**config.mk**
```make
export PLATFORM = sky130hd
export DESIGN_NAME = motorPwmTop
export DESIGN_NICKNAME = d
export VERILOG_FILES = /design/src/motorPwmPkg.sv /design/src/stepSequencer.sv /design/src/pwmPeriodTimer.sv /design/src/dutyTable.sv /design/src/phasePulseGen.sv /design/src/lossMonitor.sv /design/src/motorPwmTop.sv
export SDC_FILE = /design/constraint.sdc
export NUM_CORES = 1
export LEC_CHECK = 0
export BUFFER_PORTS_ARGS = -buffer_cell sky130_fd_sc_hd__buf_4
export CAP_MARGIN = 20
export CORE_MARGIN = 10
export CORE_UTILIZATION = 45
export CTS_BUF_LIST = sky130_fd_sc_hd__clkbuf_16
export DETAILED_ROUTE_END_ITERATION = 8
export GPL_TIMING_DRIVEN = 0
export PLACE_DENSITY = 0.72
export SKIP_CTS_REPAIR_TIMING = 1
export SLEW_MARGIN = 10
export SYNTH_ARGS = -nofsm -noshare
export SYNTH_HDL_FRONTEND = slang
export SYNTH_HIERARCHICAL = 1
export SYNTH_SLANG_ARGS = --single-unit
```
**constraint.sdc**
```tcl
create_clock -name clk -period 7 [get_ports clk]
set_input_delay 0.7 -clock clk [delete_from_list [all_inputs] [get_ports clk]]
set_output_delay 0.7 -clock clk [all_outputs]
set_load 0.02 [all_outputs]
```
**src/motorPwmPkg.sv**
```systemverilog
package motorPwmPkg;

    // pwm period and duty width, in clock cycles
    localparam int PERIOD_W = 12;

    // per-step accumulators and loss report
    localparam int ACC_W = 16;

    // electrical steps in one full cycle
    localparam int STEP_COUNT = 12;

    // phase weight per step, in sixteenths of the amplitude
    localparam logic [4:0] stepWeight [0:STEP_COUNT-1] = '{
        5'd0, 5'd4, 5'd8, 5'd11, 5'd14, 5'd16,
        5'd16, 5'd14, 5'd11, 5'd8, 5'd4, 5'd0
    };

    typedef enum logic {
        DIR_FWD = 1'b0,
        DIR_REV = 1'b1
    } dirE;

    typedef enum logic {
        SEQ_IDLE = 1'b0,
        SEQ_RUN  = 1'b1
    } seqStateE;

endpackage

```
**src/stepSequencer.sv**
```systemverilog
module stepSequencer
    import motorPwmPkg::*;
(
    input  logic       clk,
    input  logic       rstN,
    input  logic       run,
    input  dirE        dir,
    input  logic [7:0] stepPeriods,
    input  logic       periodStart,
    output logic       active,
    output logic       stepFirst,
    output logic       lastPeriod,
    output logic [3:0] step
);

    seqStateE   state;
    // periods started so far in the current step and zero before the first one of a run
    logic [7:0] periodCnt;
    logic [7:0] periodCntNext;
    logic       stepDone;
    logic [3:0] stepNext;

    assign active = (state == SEQ_RUN);

    // every period of the current step has already started
    assign stepDone = (periodCnt == stepPeriods);

    assign periodCntNext = stepDone ? 8'd1 : periodCnt + 8'd1;

    // the first periodStart of a run also opens a step
    assign stepFirst = active && periodStart && (stepDone || periodCnt == 8'd0);

    // covers the periodStart cycle of the final period as well
    assign lastPeriod = active && (periodStart ? (periodCntNext == stepPeriods) : stepDone);

    // wrap modulo the electrical cycle in both directions
    always_comb begin
        if (dir == DIR_REV) begin
            stepNext = (step == 4'd0) ? 4'(STEP_COUNT - 1) : step - 4'd1;
        end else begin
            stepNext = (step == 4'(STEP_COUNT - 1)) ? 4'd0 : step + 4'd1;
        end
    end

    always_ff @(posedge clk or negedge rstN) begin
        if (!rstN) begin
            state     <= SEQ_IDLE;
            periodCnt <= '0;
            step      <= '0;
        end else begin
            case (state)
                SEQ_IDLE: begin
                    periodCnt <= '0;
                    step      <= '0;
                    if (run) begin
                        state <= SEQ_RUN;
                    end
                end
                SEQ_RUN: begin
                    if (!run) begin
                        state     <= SEQ_IDLE;
                        periodCnt <= '0;
                        step      <= '0;
                    end else if (periodStart) begin
                        periodCnt <= periodCntNext;
                        if (stepDone) begin
                            step <= stepNext;
                        end
                    end
                end
                default: begin
                    state <= SEQ_IDLE;
                end
            endcase
        end
    end

    // step never leaves the 12-entry weight table
    assert property (@(posedge clk) disable iff (!rstN) step < 4'(STEP_COUNT));

endmodule

```
**src/pwmPeriodTimer.sv**
```systemverilog
module pwmPeriodTimer
    import motorPwmPkg::*;
(
    input  logic                clk,
    input  logic                rstN,
    input  logic                active,
    input  logic [PERIOD_W-1:0] pwmPeriod,
    output logic                periodStart
);

    logic [PERIOD_W-1:0] cnt;

    // strobe on the cycle the count reaches one
    assign periodStart = active && (cnt == PERIOD_W'(1));

    always_ff @(posedge clk or negedge rstN) begin
        if (!rstN) begin
            cnt <= PERIOD_W'(2);
        end else if (!active) begin
            // preset so the first strobe falls one cycle after active rises
            cnt <= PERIOD_W'(2);
        end else if (periodStart) begin
            cnt <= pwmPeriod;
        end else begin
            cnt <= cnt - PERIOD_W'(1);
        end
    end

    // consecutive strobes are never back to back
    assert property (@(posedge clk) disable iff (!rstN)
        periodStart |=> !periodStart);

endmodule

```
**src/dutyTable.sv**
```systemverilog
module dutyTable
    import motorPwmPkg::*;
(
    input  logic                clk,
    input  logic                rstN,
    input  logic [3:0]          step,
    input  logic [PERIOD_W-1:0] amplitude,
    output logic [PERIOD_W-1:0] dutyA,
    output logic [PERIOD_W-1:0] dutyB,
    output logic [PERIOD_W-1:0] dutyC
);

    logic [3:0] idxB;
    logic [3:0] idxC;

    // amplitude * weight / 16, truncated; full weight gives the amplitude back
    function automatic logic [PERIOD_W-1:0] scaleDuty(
        input logic [3:0]          idx,
        input logic [PERIOD_W-1:0] amp
    );
        logic [PERIOD_W+4:0] product;
        product = amp * stepWeight[idx];
        return product[PERIOD_W+3:4];
    endfunction

    // phase B sits 4 steps ahead
    assign idxB = (step >= 4'd8) ? step - 4'd8 : step + 4'd4;
    // phase C sits 8 steps ahead
    assign idxC = (step >= 4'd4) ? step - 4'd4 : step + 4'd8;

    // reloaded every cycle so a new step shows up one cycle after step moves
    always_ff @(posedge clk or negedge rstN) begin
        if (!rstN) begin
            dutyA <= '0;
            dutyB <= '0;
            dutyC <= '0;
        end else begin
            dutyA <= scaleDuty(step, amplitude);
            dutyB <= scaleDuty(idxB, amplitude);
            dutyC <= scaleDuty(idxC, amplitude);
        end
    end

endmodule

```
**src/phasePulseGen.sv**
```systemverilog
module phasePulseGen
    import motorPwmPkg::*;
#(
    parameter int MIN_PULSE = 32
) (
    input  logic                clk,
    input  logic                rstN,
    input  logic                active,
    input  logic                periodStart,
    input  logic                lastPeriod,
    input  logic [PERIOD_W-1:0] duty,
    input  logic [PERIOD_W-1:0] pwmPeriod,
    output logic                pwm
);

    // duty carried over from periods that were too short to drive
    logic [PERIOD_W-1:0] remainder;
    logic [PERIOD_W-1:0] pulseCnt;
    logic [PERIOD_W:0]   sum;
    logic [PERIOD_W-1:0] clipLimit;
    logic [PERIOD_W-1:0] pulseLen;
    logic                fire;

    assign sum = {1'b0, remainder} + {1'b0, duty};

    // the final period of a step flushes whatever is left
    assign fire = (sum >= (PERIOD_W + 1)'(MIN_PULSE)) || lastPeriod;

    // keep at least one low cycle before the next period
    assign clipLimit = pwmPeriod - PERIOD_W'(1);

    always_comb begin
        if (sum > {1'b0, clipLimit}) begin
            pulseLen = clipLimit;
        end else begin
            pulseLen = sum[PERIOD_W-1:0];
        end
    end

    always_ff @(posedge clk or negedge rstN) begin
        if (!rstN) begin
            remainder <= '0;
            pulseCnt  <= '0;
        end else if (!active) begin
            remainder <= '0;
            pulseCnt  <= '0;
        end else if (periodStart) begin
            if (fire) begin
                remainder <= '0;
                pulseCnt  <= pulseLen;
            end else begin
                // below MIN_PULSE here, so it fits the duty width
                remainder <= sum[PERIOD_W-1:0];
                pulseCnt  <= '0;
            end
        end else if (pulseCnt != '0) begin
            pulseCnt <= pulseCnt - PERIOD_W'(1);
        end
    end

    // high for exactly pulseLen cycles, starting the cycle after periodStart
    assign pwm = active && (pulseCnt != '0);

    // clipping against the timer period leaves no pulse running into the next one
    assert property (@(posedge clk) disable iff (!rstN)
        periodStart |-> (pulseCnt == '0));

endmodule

```
**src/lossMonitor.sv**
```systemverilog
module lossMonitor
    import motorPwmPkg::*;
(
    input  logic                clk,
    input  logic                rstN,
    input  logic                active,
    input  logic                periodStart,
    input  logic                stepFirst,
    input  logic [PERIOD_W-1:0] dutyA,
    input  logic [PERIOD_W-1:0] dutyB,
    input  logic [PERIOD_W-1:0] dutyC,
    input  logic                pwmA,
    input  logic                pwmB,
    input  logic                pwmC,
    output logic                lossValid,
    output logic [ACC_W-1:0]    lossA,
    output logic [ACC_W-1:0]    lossB,
    output logic [ACC_W-1:0]    lossC
);

    // index 0, 1, 2 is phase A, B, C
    logic [2:0][PERIOD_W-1:0] dutyV;
    logic [2:0]               pwmV;
    logic [2:0][ACC_W-1:0]    wantAcc;
    logic [2:0][ACC_W-1:0]    realAcc;
    logic [2:0][ACC_W-1:0]    lossQ;
    // a full step has been accumulated in this run
    logic                     firstSeen;

    function automatic logic [ACC_W-1:0] absDiff(
        input logic [ACC_W-1:0] a,
        input logic [ACC_W-1:0] b
    );
        return (a >= b) ? a - b : b - a;
    endfunction

    assign dutyV = {dutyC, dutyB, dutyA};
    assign pwmV  = {pwmC, pwmB, pwmA};

    always_ff @(posedge clk or negedge rstN) begin
        if (!rstN) begin
            firstSeen <= 1'b0;
            lossValid <= 1'b0;
            wantAcc   <= '0;
            realAcc   <= '0;
            lossQ     <= '0;
        end else if (!active) begin
            firstSeen <= 1'b0;
            lossValid <= 1'b0;
            wantAcc   <= '0;
            realAcc   <= '0;
        end else begin
            lossValid <= stepFirst && firstSeen;
            if (stepFirst) begin
                firstSeen <= 1'b1;
            end
            for (int i = 0; i < 3; i++) begin
                if (stepFirst) begin
                    if (firstSeen) begin
                        lossQ[i] <= absDiff(wantAcc[i], realAcc[i]);
                    end
                    // new step starts with this period's duty
                    wantAcc[i] <= ACC_W'(dutyV[i]);
                    realAcc[i] <= ACC_W'(pwmV[i]);
                end else begin
                    if (periodStart) begin
                        wantAcc[i] <= wantAcc[i] + ACC_W'(dutyV[i]);
                    end
                    if (pwmV[i]) begin
                        realAcc[i] <= realAcc[i] + ACC_W'(1);
                    end
                end
            end
        end
    end

    assign lossA = lossQ[0];
    assign lossB = lossQ[1];
    assign lossC = lossQ[2];

endmodule

```
**src/motorPwmTop.sv**
```systemverilog
module motorPwmTop
    import motorPwmPkg::*;
#(
    parameter int MIN_PULSE = 32
) (
    input  logic                clk,
    input  logic                rstN,
    input  logic                run,
    input  dirE                 dir,
    input  logic [PERIOD_W-1:0] pwmPeriod,
    input  logic [7:0]          stepPeriods,
    input  logic [PERIOD_W-1:0] amplitude,
    output logic                pwmA,
    output logic                pwmB,
    output logic                pwmC,
    output logic [3:0]          step,
    output logic                lossValid,
    output logic [ACC_W-1:0]    lossA,
    output logic [ACC_W-1:0]    lossB,
    output logic [ACC_W-1:0]    lossC
);

    logic                active;
    logic                periodStart;
    logic                stepFirst;
    logic                lastPeriod;
    logic [PERIOD_W-1:0] dutyA;
    logic [PERIOD_W-1:0] dutyB;
    logic [PERIOD_W-1:0] dutyC;

    stepSequencer i_stepSequencer (
        .clk         (clk),
        .rstN        (rstN),
        .run         (run),
        .dir         (dir),
        .stepPeriods (stepPeriods),
        .periodStart (periodStart),
        .active      (active),
        .stepFirst   (stepFirst),
        .lastPeriod  (lastPeriod),
        .step        (step)
    );

    pwmPeriodTimer i_pwmPeriodTimer (
        .clk         (clk),
        .rstN        (rstN),
        .active      (active),
        .pwmPeriod   (pwmPeriod),
        .periodStart (periodStart)
    );

    dutyTable i_dutyTable (
        .clk       (clk),
        .rstN      (rstN),
        .step      (step),
        .amplitude (amplitude),
        .dutyA     (dutyA),
        .dutyB     (dutyB),
        .dutyC     (dutyC)
    );

    phasePulseGen #(.MIN_PULSE(MIN_PULSE)) i_pulseA (
        .clk         (clk),
        .rstN        (rstN),
        .active      (active),
        .periodStart (periodStart),
        .lastPeriod  (lastPeriod),
        .duty        (dutyA),
        .pwmPeriod   (pwmPeriod),
        .pwm         (pwmA)
    );

    phasePulseGen #(.MIN_PULSE(MIN_PULSE)) i_pulseB (
        .clk         (clk),
        .rstN        (rstN),
        .active      (active),
        .periodStart (periodStart),
        .lastPeriod  (lastPeriod),
        .duty        (dutyB),
        .pwmPeriod   (pwmPeriod),
        .pwm         (pwmB)
    );

    phasePulseGen #(.MIN_PULSE(MIN_PULSE)) i_pulseC (
        .clk         (clk),
        .rstN        (rstN),
        .active      (active),
        .periodStart (periodStart),
        .lastPeriod  (lastPeriod),
        .duty        (dutyC),
        .pwmPeriod   (pwmPeriod),
        .pwm         (pwmC)
    );

    lossMonitor i_lossMonitor (
        .clk         (clk),
        .rstN        (rstN),
        .active      (active),
        .periodStart (periodStart),
        .stepFirst   (stepFirst),
        .dutyA       (dutyA),
        .dutyB       (dutyB),
        .dutyC       (dutyC),
        .pwmA        (pwmA),
        .pwmB        (pwmB),
        .pwmC        (pwmC),
        .lossValid   (lossValid),
        .lossA       (lossA),
        .lossB       (lossB),
        .lossC       (lossC)
    );

endmodule

```
Yosys cells after proc, flatten, opt, wreduce, memory -nomap -nowiden
Memories as Yosys holds them, arrays and structs flattened.
Index checks and enable logic that the tools add are counted.
Word-level totals
  register bits: 279
  memories: 3
  bits in read-only memories: 240
  logic and storage cells: 176
  bits of input ports: 36
Memories
  (name not given): depth 16, width 5, rd ports 1, clocked after memory_dff 0, wr ports 0, RTL line dutyTable.sv:22  | product = amp * stepWeight[idx];
  (name not given): depth 16, width 5, rd ports 1, clocked after memory_dff 0, wr ports 0, RTL line dutyTable.sv:22
  (name not given): depth 16, width 5, rd ports 1, clocked after memory_dff 0, wr ports 0, RTL line dutyTable.sv:22
Operators by class
  equal/unequal tests: 15
  reductions and logical operators: 19
  add/sub/neg operators: 27
  $mul: 3
  $lt $le $gt $ge: 14
  bitwise operators: 4
  mux-type cells: 67
Operators with widths (count)
  12-bit 2-to-1 mux: 26
  16-bit 2-to-1 mux: 15
  48-bit 2-to-1 mux: 2
  16-bit subtractor: 6
  12-bit by 1-bit subtractor with 12-bit output (second input constant): 5
  16-bit by 1-bit adder with 16-bit output (second input constant): 3
  16-bit by 12-bit adder with 16-bit output: 3
  16-bit >= comparator: 3
  12-bit by 5-bit multiplier with 16-bit output: 3
  12-bit by 12-bit adder with 13-bit output: 3
  13-bit by 6-bit >= comparator with 1-bit output (second input constant): 3
  13-bit by 12-bit > comparator with 1-bit output: 3
  12-bit nonzero test: 3
  4-bit 2-to-1 mux: 8
  5-bit 2-to-1 mux: 6
  8-bit 2-to-1 mux: 3
  3-bit by 1-bit != test with 1-bit output (second input constant): 7
  8-bit == test: 2
  8-bit case mux with 2 select lines: 1
  5-bit >= comparator (second input constant): 3
  4-bit inverter with 5-bit output: 3
  12-bit by 1-bit == test with 1-bit output (second input constant): 1
  8-bit by 1-bit adder with 8-bit output (second input constant): 1
  1-bit logical AND: 8
  other kinds (20): 28

Logic depth before layout (Yosys ltp)
Gate-level depths: netlist of the first run.
  word-level depth: 9
  gate-level depth with buffers: 22

By module
The synthesis of the first run kept the hierarchy.
Modules (own cells, without submodules)
  lossMonitor: seq. area each 3653.5 µm², times used 1, cells an instance 1492, area each 12363.1 µm²
  phasePulseGen: seq. area each 600.6 µm², times used 3, cells an instance 269, area each 2397.3 µm²
  dutyTable: seq. area each 900.9 µm², times used 1, cells an instance 728, area each 6286.0 µm²
  stepSequencer: seq. area each 325.3 µm², times used 1, cells an instance 157, area each 1247.4 µm²
  pwmPeriodTimer: seq. area each 301.5 µm², times used 1, cells an instance 80, area each 757.0 µm²

Least setup slack after synthesis of the first run
OpenSTA, ideal clock, no wires.
  path kind: register to register
  start: register i_stepSequencer.step[2]
  end: register i_dutyTable.dutyB[10]
  path slack: 1846 ps
  data arrival time: 5074 ps
  stages on the path, launching flop included: 21
  clock period less this slack: 5154 ps
  path through: dfrtp_1 inv_1 ha_1 clkbuf_1 inv_1 nor2_1 a21oi_1 o21ai_0 clkbuf_1 and2_1 fa_1 fa_1 inv_1 fa_1 inv_1 ha_1 or2_2 a21o_1 a21o_1 a31oi_1 xnor2_1
Between the ends
  cells in the longest elaborated chain, start to end: 7
Ends and longest elaborated chain
  start: declaration: RTL line stepSequencer.sv:13  | output logic [3:0] step
  start signal: assignment: RTL line stepSequencer.sv:67  | step <= stepNext;
  4-bit by 3-bit adder with 4-bit output, or another cell as far along: RTL line dutyTable.sv:27  | assign idxB = (step >= 4'd8) ? step - 4'd8 : step + 4'd4;
  4-bit 2-to-1 mux (*): RTL line dutyTable.sv:27
  4-bit inverter with 5-bit output (implied by the code) (*): RTL line dutyTable.sv:22
  memory read 16 x 5 bit (*)
  5-bit 2-to-1 mux (implied by the code) (*) (2 in a row): RTL line dutyTable.sv:22
  12-bit by 5-bit multiplier with 16-bit output (*): RTL line dutyTable.sv:22
  end signal: assignment: RTL line dutyTable.sv:39  | dutyB <= scaleDuty(idxB, amplitude);
  end: declaration: RTL line dutyTable.sv:9  | output logic [PERIOD_W-1:0] dutyB,
Mark *: on every way between the ends. The rest lies on a longest branch, timed or not. The select of a mux whose other input is x is not followed.
A chain may end at the register's enable or synchronous reset.

Final worst setup path of the first run
  start: register i_pwmPeriodTimer.cnt[5]
  end: register i_lossMonitor.lossQ (netlist bit i_lossMonitor/lossA[11])
Between the ends
  cells in the longest elaborated chain, start to end: 5
Ends and longest elaborated chain
  start: declaration: RTL line pwmPeriodTimer.sv:11  | logic [PERIOD_W-1:0] cnt;
  start signal: assignment: RTL line pwmPeriodTimer.sv:23  | cnt <= pwmPeriod;
  start signal: assignment: RTL line pwmPeriodTimer.sv:25  | cnt <= cnt - PERIOD_W'(1);
  12-bit by 1-bit == test with 1-bit output: RTL line pwmPeriodTimer.sv:14  | assign periodStart = active && (cnt == PERIOD_W'(1));
  1-bit logical AND: RTL line pwmPeriodTimer.sv:14
  via periodStart: RTL line motorPwmTop.sv:24  | logic periodStart;
  1-bit logical AND (2 in a row): RTL line stepSequencer.sv:31  | assign stepFirst = active && periodStart && (stepDone || periodCnt == 8'd0);
  via stepFirst: RTL line motorPwmTop.sv:25  | logic stepFirst;
  3-bit AND reduction (no line)
  end signal: indexed assignment: RTL line lossMonitor.sv:60  | lossQ[i] <= absDiff(wantAcc[i], realAcc[i]);
  end: declaration: RTL line lossMonitor.sv:26  | logic [2:0][ACC_W-1:0] lossQ;
The timed path passes the listed nets, and every way through them passes these cells.

==> flow_summary.toml, run 1 <==
[logic_synthesis]
synth_area_leader_cell = "dfrtp_1"
async_reset_ff_frac = 1.00
synth_seq_cells = 279
syn_inst = 3264
synthFlopType = "dfrtp_1"
synthMuxAreaShare = 0.0355
synth_edf_count = 0
syn_nets = 3678
yosys.area_share.adder = 0.196
avgSynthCellArea_um2 = 8.53
synth_top_family_by_area = "adder cells"
yosys.area.top_type_share = 0.250
synth_cell_types = 96
yosys.area_share.simple = 0.188
synth-xor-area-share = 0.0815
seq_area_frac_synth = 0.251
netlist_top_cells_area = "dfrtp_1 25%, ha_1 13%, fa_1 6.9%"
synth.yosys.warnings = 6
synth-compound-area-share = 0.181
synth_area_mm2 = 0.0278

[floorplan]
start_util = 0.453
die_h_um = 269
fp.dieW_um = 269
pin_count = 92
coreArea_mm2 = 0.0615
row_count = 91
die_area_mm2 = 0.0722

[global_route]
grt_max_degree = 79
grt_overflow_total = 0
antenna_found_initial = 1
grt_pass1_vias = 23089
grt.total_usage = 0.203
grt_pass1_wl_mm = 120

[setup_path]
slowest_delay_ns = 0.83
critPathRequiredTime_ns = 7.41
worstSetupStartpointType = "flop"
path_common_cell = "clkbuf_1"
cp_slowest_cell = "inv_1"
critical_path_class = "reg2reg"
rrSetupSlack_ns = 1.04
crit_path_cell_trace = "or4_1 > buf_2 > or2_1 > buf_6 > or2_0 > buf_6 > inv_1 > nand2_1 > a21oi_1 > clkbuf_1 > nand3_1 > clkbuf_1 > clkbuf_1 > nand2_1 > o21ai_0"
worstSetupEndpointType = "flop"
arrival_ns = 6.37
cp_max_fo = 19

[pwr]
p_leak_nw = 14.5
p_per_area_mw_per_mm2 = 239
pwr-share-clk = 0.261
swShare = 0.395
p_seq_frac = 0.272
intPower_w = 0.00446
switchingPower_w = 0.00291
ir_drop_mv = 0.141
pwr-share-comb = 0.467

[place]
hpwlAfterDp_mm = 57.3
dp.cells = 4148
placed_cell_area_mm2 = 0.0296
port_buffers = 90
place_congestion = 0.923
place_ws_ns = 1.02

[drt]
drc = 0
ant_nets = 0
wirelength_mm = 73.6
via_per_inst = 5.59
first_pass_iters = 6
wl_per_cell_um = 17.5
num_vias = 23577
first_iter_violations = 1832

[timing]
fmax_ghz = 0.168
finalCriticalPeriod_ns = 5.96
worstMarginPinSlew_ns = 1.15
slew_violations = 0
relSlewSlack = 0.230
min_period_over_period = 0.851
tns_ns = 0
setup_ws_ns = 1.04
finClkSkew_ns = 0.0117
hold_viol_final = 0
setup_viol = 0
rsz0062_at_grt = "no"

[clocking]
htree_levels = 2
clock_sinks = 279
cts_tree = "built"
clk_transition_reported_paths_ns = 0.06
root_buffer = "clkbuf_16"
numCtsBuffers = 37
clock_path_buffers = 3
clk_latency_ns = 0.56

[cells_and_area]
stdcell_area_mm2 = 0.0308
n_antenna_cell = 0
syn_to_final_growth_pct = 10.8
fin_nets = 3811
drive_gt1_frac = 0.0838
final_util = 0.502
fin_cells = 4215

[run_status]
outcome = "complete, no violations"

[hold_path]
holdCritPathClass = "in2async"

[job]
drv_cap = 0
==> synth_stat cells, drive strengths merged (33+ instances only) <==
cell type and count:
clkbuf 80, o211ai 35, ha 282, a211oi 34, nor3 74, o21a 35
a21o 57, o21ai 209, buf 53, nor2b 54, nor2 196, inv 325
nand3 60, xor2 75, xnor2 184, nand2 293, fa 96, nand2b 33
a21oi 206, dfrtp 278, mux2i 58, and2 125
==> per-layer routing <==
layer	global-route usage	part of all wire	wire, um	vias to the layer above
met2	0.338	0.46	34000	554
met1	0.267	0.45	33400	11338
met3	0.0320	0.055	4060	119
met4	0.0662	0.029	2150	0
met5	0	0	0	-
li1	-	-	-	11566
==> sequential cells by signal (all words and copies together), names as in the netlist <==
signal                     flops
i_lossMonitor/lossValid        1
i_stepSequencer/periodCnt      8
i_dutyTable/dutyB             12
i_pulseC/pulseCnt             12
i_lossMonitor/realAcc         48
i_pulseA/remainder            12
i_lossMonitor/lossA           16
i_pulseB/remainder            12
i_lossMonitor/wantAcc         48
i_dutyTable/dutyA             12
i_stepSequencer/active         1
i_pulseA/pulseCnt             12
i_pwmPeriodTimer/cnt          12
i_lossMonitor/firstSeen        1
i_lossMonitor/lossC           16
i_stepSequencer/step           4
i_pulseC/remainder            12
i_dutyTable/dutyC             12
i_lossMonitor/lossB           16
i_pulseB/pulseCnt             12
==> critical path, delay by kind of cell, from the launching register on <==
family / cells / cell delay (ns)
and+or+nand+nor: 6 / 1.94
buffers and inverters: 7 / 2.81
DFF: 1 / 0.39
AOI/OAI and AO/OA: 2 / 0.65
==> cells by family after synthesis <==
| kind of cell | Yosys count |
|---|---|
| mux | 89 |
| buf+inv | 458 |
| flops | 279 |
| xor+xnor | 259 |
| simple gates | 1025 |
| compound gates | 776 |
| fa+ha+maj | 378 |
==> power groups by stage <==
stage	Clock, W	Sequential (W)	Combinational, W
6_report	0.00193	0.00200	0.00344
5_1_grt	0.00203	0.00202	0.00382
3_5_place_dp	0	0.00202	0.00338
3_3_place_gp	0	0.00202	0.00332
2_1_floorplan	0	0.00193	0.00266
4_1_cts	0.00198	0.00200	0.00340
==> stage by stage <==
stage               hold slack (ns)  total power [W]
finish                       0.0823          0.00737
global route                 0.0917          0.00788
CTS                          0.0685          0.00738
detailed placement            0.468          0.00540
global placement              0.461          0.00534
floorplan                     0.404          0.00460
==> path summary, 6_finish.rpt <==
path	from	depth (start not counted)	end
worst max-delay path	i_pwmPeriodTimer/cnt[5]	15	i_lossMonitor/lossA[11]
worst min-delay path	rstN	1	i_lossMonitor/lossB[15]
worst max register to register	i_pwmPeriodTimer/cnt[5]	15	i_lossMonitor/lossA[11]
worst min register to register	i_lossMonitor/lossC[12]	2	i_lossMonitor/lossC[12]
max in group asynchronous	rstN	3	i_pwmPeriodTimer/cnt[1]
min in group clk	run	1	i_stepSequencer/active
==> layout by cell type (no fill, tap or decap), drive strengths merged, types with 35 or more instances in the layout <==
cell type,n
a21o,57
o211ai,35
dfrtp,278
xor2,75
o21a,35
mux2i,58
xnor2,184
and2,125
ha,282
nand2,293
clkbuf,119
o21ai,209
nor2b,54
fa,96
buf,147
inv,333
nand3,60
nor3,74
nor2,196
a21oi,206
==> cell type report <==
cell class	count	area (um^2)
well taps	790	988
clock buffers	39	976
flip-flops and latches	279	6980
repair buffers	94	793
inverters	325	1220
fillers	5826	30600
clock inverters	28	239
multi-input cells	2527	19000
plain buffers	133	639
Note: power is estimated with default switching activity, not from simulation.
==> inputs of run 2 (changes only) <==
--- a/config.mk
+++ b/config.mk
@@ -12,7 +12,6 @@
 export CTS_BUF_LIST = sky130_fd_sc_hd__clkbuf_16
 export DETAILED_ROUTE_END_ITERATION = 8
 export GPL_TIMING_DRIVEN = 0
-export PLACE_DENSITY = 0.72
 export SKIP_CTS_REPAIR_TIMING = 1
 export SLEW_MARGIN = 10
 export SYNTH_ARGS = -nofsm -noshare
==> run 2 against run 1 <==
Design area shrank 0.37%. Global-route usage increased by 1.5 points. Non-clock buffer count increased by 1. Highest routed layer unchanged. Worst hold slack about the same.
==> flow_summary.toml, run 2 (same netlist as run 1, synthesis figures left out) <==
[timing]
setup_ws_ns = 0.951
tns_ns = 0
hold_ws_ns = 0.0823
finClkSkew_ns = 0.0328
hold_viol_final = 0
min_period_over_period = 0.864
relSlewSlack = 0.342
worstMarginPinSlew_ns = 0.987
finalCriticalPeriod_ns = 6.05
setup_viol = 0
fmax_ghz = 0.165
rsz0062_at_grt = "no"
slew_violations = 0

[cells_and_area]
top_regs = "i_lossMonitor/realAcc: 48 flops, i_lossMonitor/wantAcc: 48 flops"
syn_to_final_growth_pct = 10.4
most-common-layout-cells = "332 x inv_1, 293 x nand2_1, 282 x ha_1, 278 x dfrtp_1, 204 x a21oi_1"
drive_gt1_frac = 0.0816
final_common_cell = "inv_1"
fin_nets = 3813
fill_cells = 5859
stdcell_area_mm2 = 0.0307

[place]
place_ws_ns = 1.00
port_buffers = 90
hpwlAfterDp_mm = 62.5
place_congestion = 0.900
placed_cell_area_mm2 = 0.0296

[floorplan]
pin_count = 92
die_area_mm2 = 0.0722
die_h_um = 269
coreArea_mm2 = 0.0615
start_util = 0.453
row_count = 91
fp.dieW_um = 269

[setup_path]
r2r-end = "i_dutyTable/dutyB[4]"
critical_path_class = "reg2reg"
rrSetupSlack_ns = 0.95
critPathRequiredTime_ns = 7.41
worstSetupEndpointType = "flop"
worstRegToRegCells = 20
slowest_delay_ns = 0.58
crit_path_start = "i_stepSequencer/step[2]"
cp_max_fo = 11
worstSetupStartpointType = "flop"
crit_path_cell_trace = "inv_1 > ha_1 > clkbuf_1 > inv_1 > nor2_1 > a21oi_1 > o21ai_0 > clkbuf_1 > nand2_1 > fa_1 > fa_1 > fa_1 > inv_1 > ha_1 > nand4_1 > a211oi_2 > o21ai_1 > a21oi_1 > nor2_1 > xnor2_1"
arrival_ns = 6.46
cp_slowest_cell = "dfrtp_1"
rr_startpoint = "i_stepSequencer/step[2]"

[pwr]
ir_drop_mv = 0.162
power_w = 0.00733
p_per_area_mw_per_mm2 = 239
p_leak_nw = 14.5

[drt]
via_per_inst = 5.66
drc = 0
wl_per_cell_um = 18.8
first_pass_iters = 5
ant_nets = 0
num_vias = 23813
wirelength_mm = 79.2
first_iter_violations = 1258

[clocking]
clk_latency_ns = 0.57
htree_levels = 2
clk_transition_reported_paths_ns = 0.06
clock_path_buffers = 3
clock_sinks = 279
cts_tree = "built"
root_buffer = "clkbuf_16"
numCtsBuffers = 38

[global_route]
grt.total_usage = 0.219
grt_pass1_wl_mm = 128
grt_max_degree = 107
antenna_found_initial = 0
grt_pass1_vias = 24184
grt_overflow_total = 0

[run_status]
outcome = "complete, no violations"

[job]
drv_cap = 0

[hold_path]
holdCritPathClass = "in2async"
run 2: layout make-up:
class	count	area [um^2]	area share
inverters	325	1220	0.0397
plain buffers	133	639	0.0208
repair buffers	95	786	0.0256
diodes	1	2.50	0.0000814
multi-input cells	2527	19000	0.618
clock buffers	38	951	0.0309
clock inverters	21	161	0.00525
flip-flops and latches	279	6980	0.227
well taps	790	988	0.0322
run 2: report_power, final:
part           switching [W]  internal (W)  leakage, nW
logic                0.00195       0.00152         10.1
clock network       0.000755       0.00105        0.572
registers           0.000274       0.00178         3.80
total                0.00298       0.00436         14.5
run 2: worst max path at each step:
stage	cells after the start	end	slack (ns)
after CTS	20	i_dutyTable/dutyB[4]	0.95
after global placement	12	i_lossMonitor/lossC[15]	0.78
after detailed placement	20	i_dutyTable/dutyB[4]	1.00
final	20	i_dutyTable/dutyB[4]	0.95
after global routing	20	i_dutyTable/dutyB[11]	0.53
after floorplan	20	i_dutyTable/dutyB[10]	1.85
run 2: critical path, delay by kind of cell (launching register included):
kind	cells	cell delay (ns)
fa+ha+maj	5	2.25
flops	1	0.58
xor+xnor	1	0.33
buf+inv	5	1.15
compound gates	5	1.09
simple gates	4	0.51
run 2: metrics by stage:
step	util	std cells
2_1_floorplan	-	3264
3_3_place_gp	0.480	4144
3_5_place_dp	0.482	4149
4_1_cts	0.500	4208
5_1_grt	0.500	4208
6_report	0.500	4209
run 2: per-layer routing:
metal,GRT usage,vias up,share of wire
met5,0,-,0
met4,0.0651,0,0.026
met3,0.0256,126,0.039
met2,0.386,502,0.49
met1,0.276,11615,0.45
li1,-,11570,-
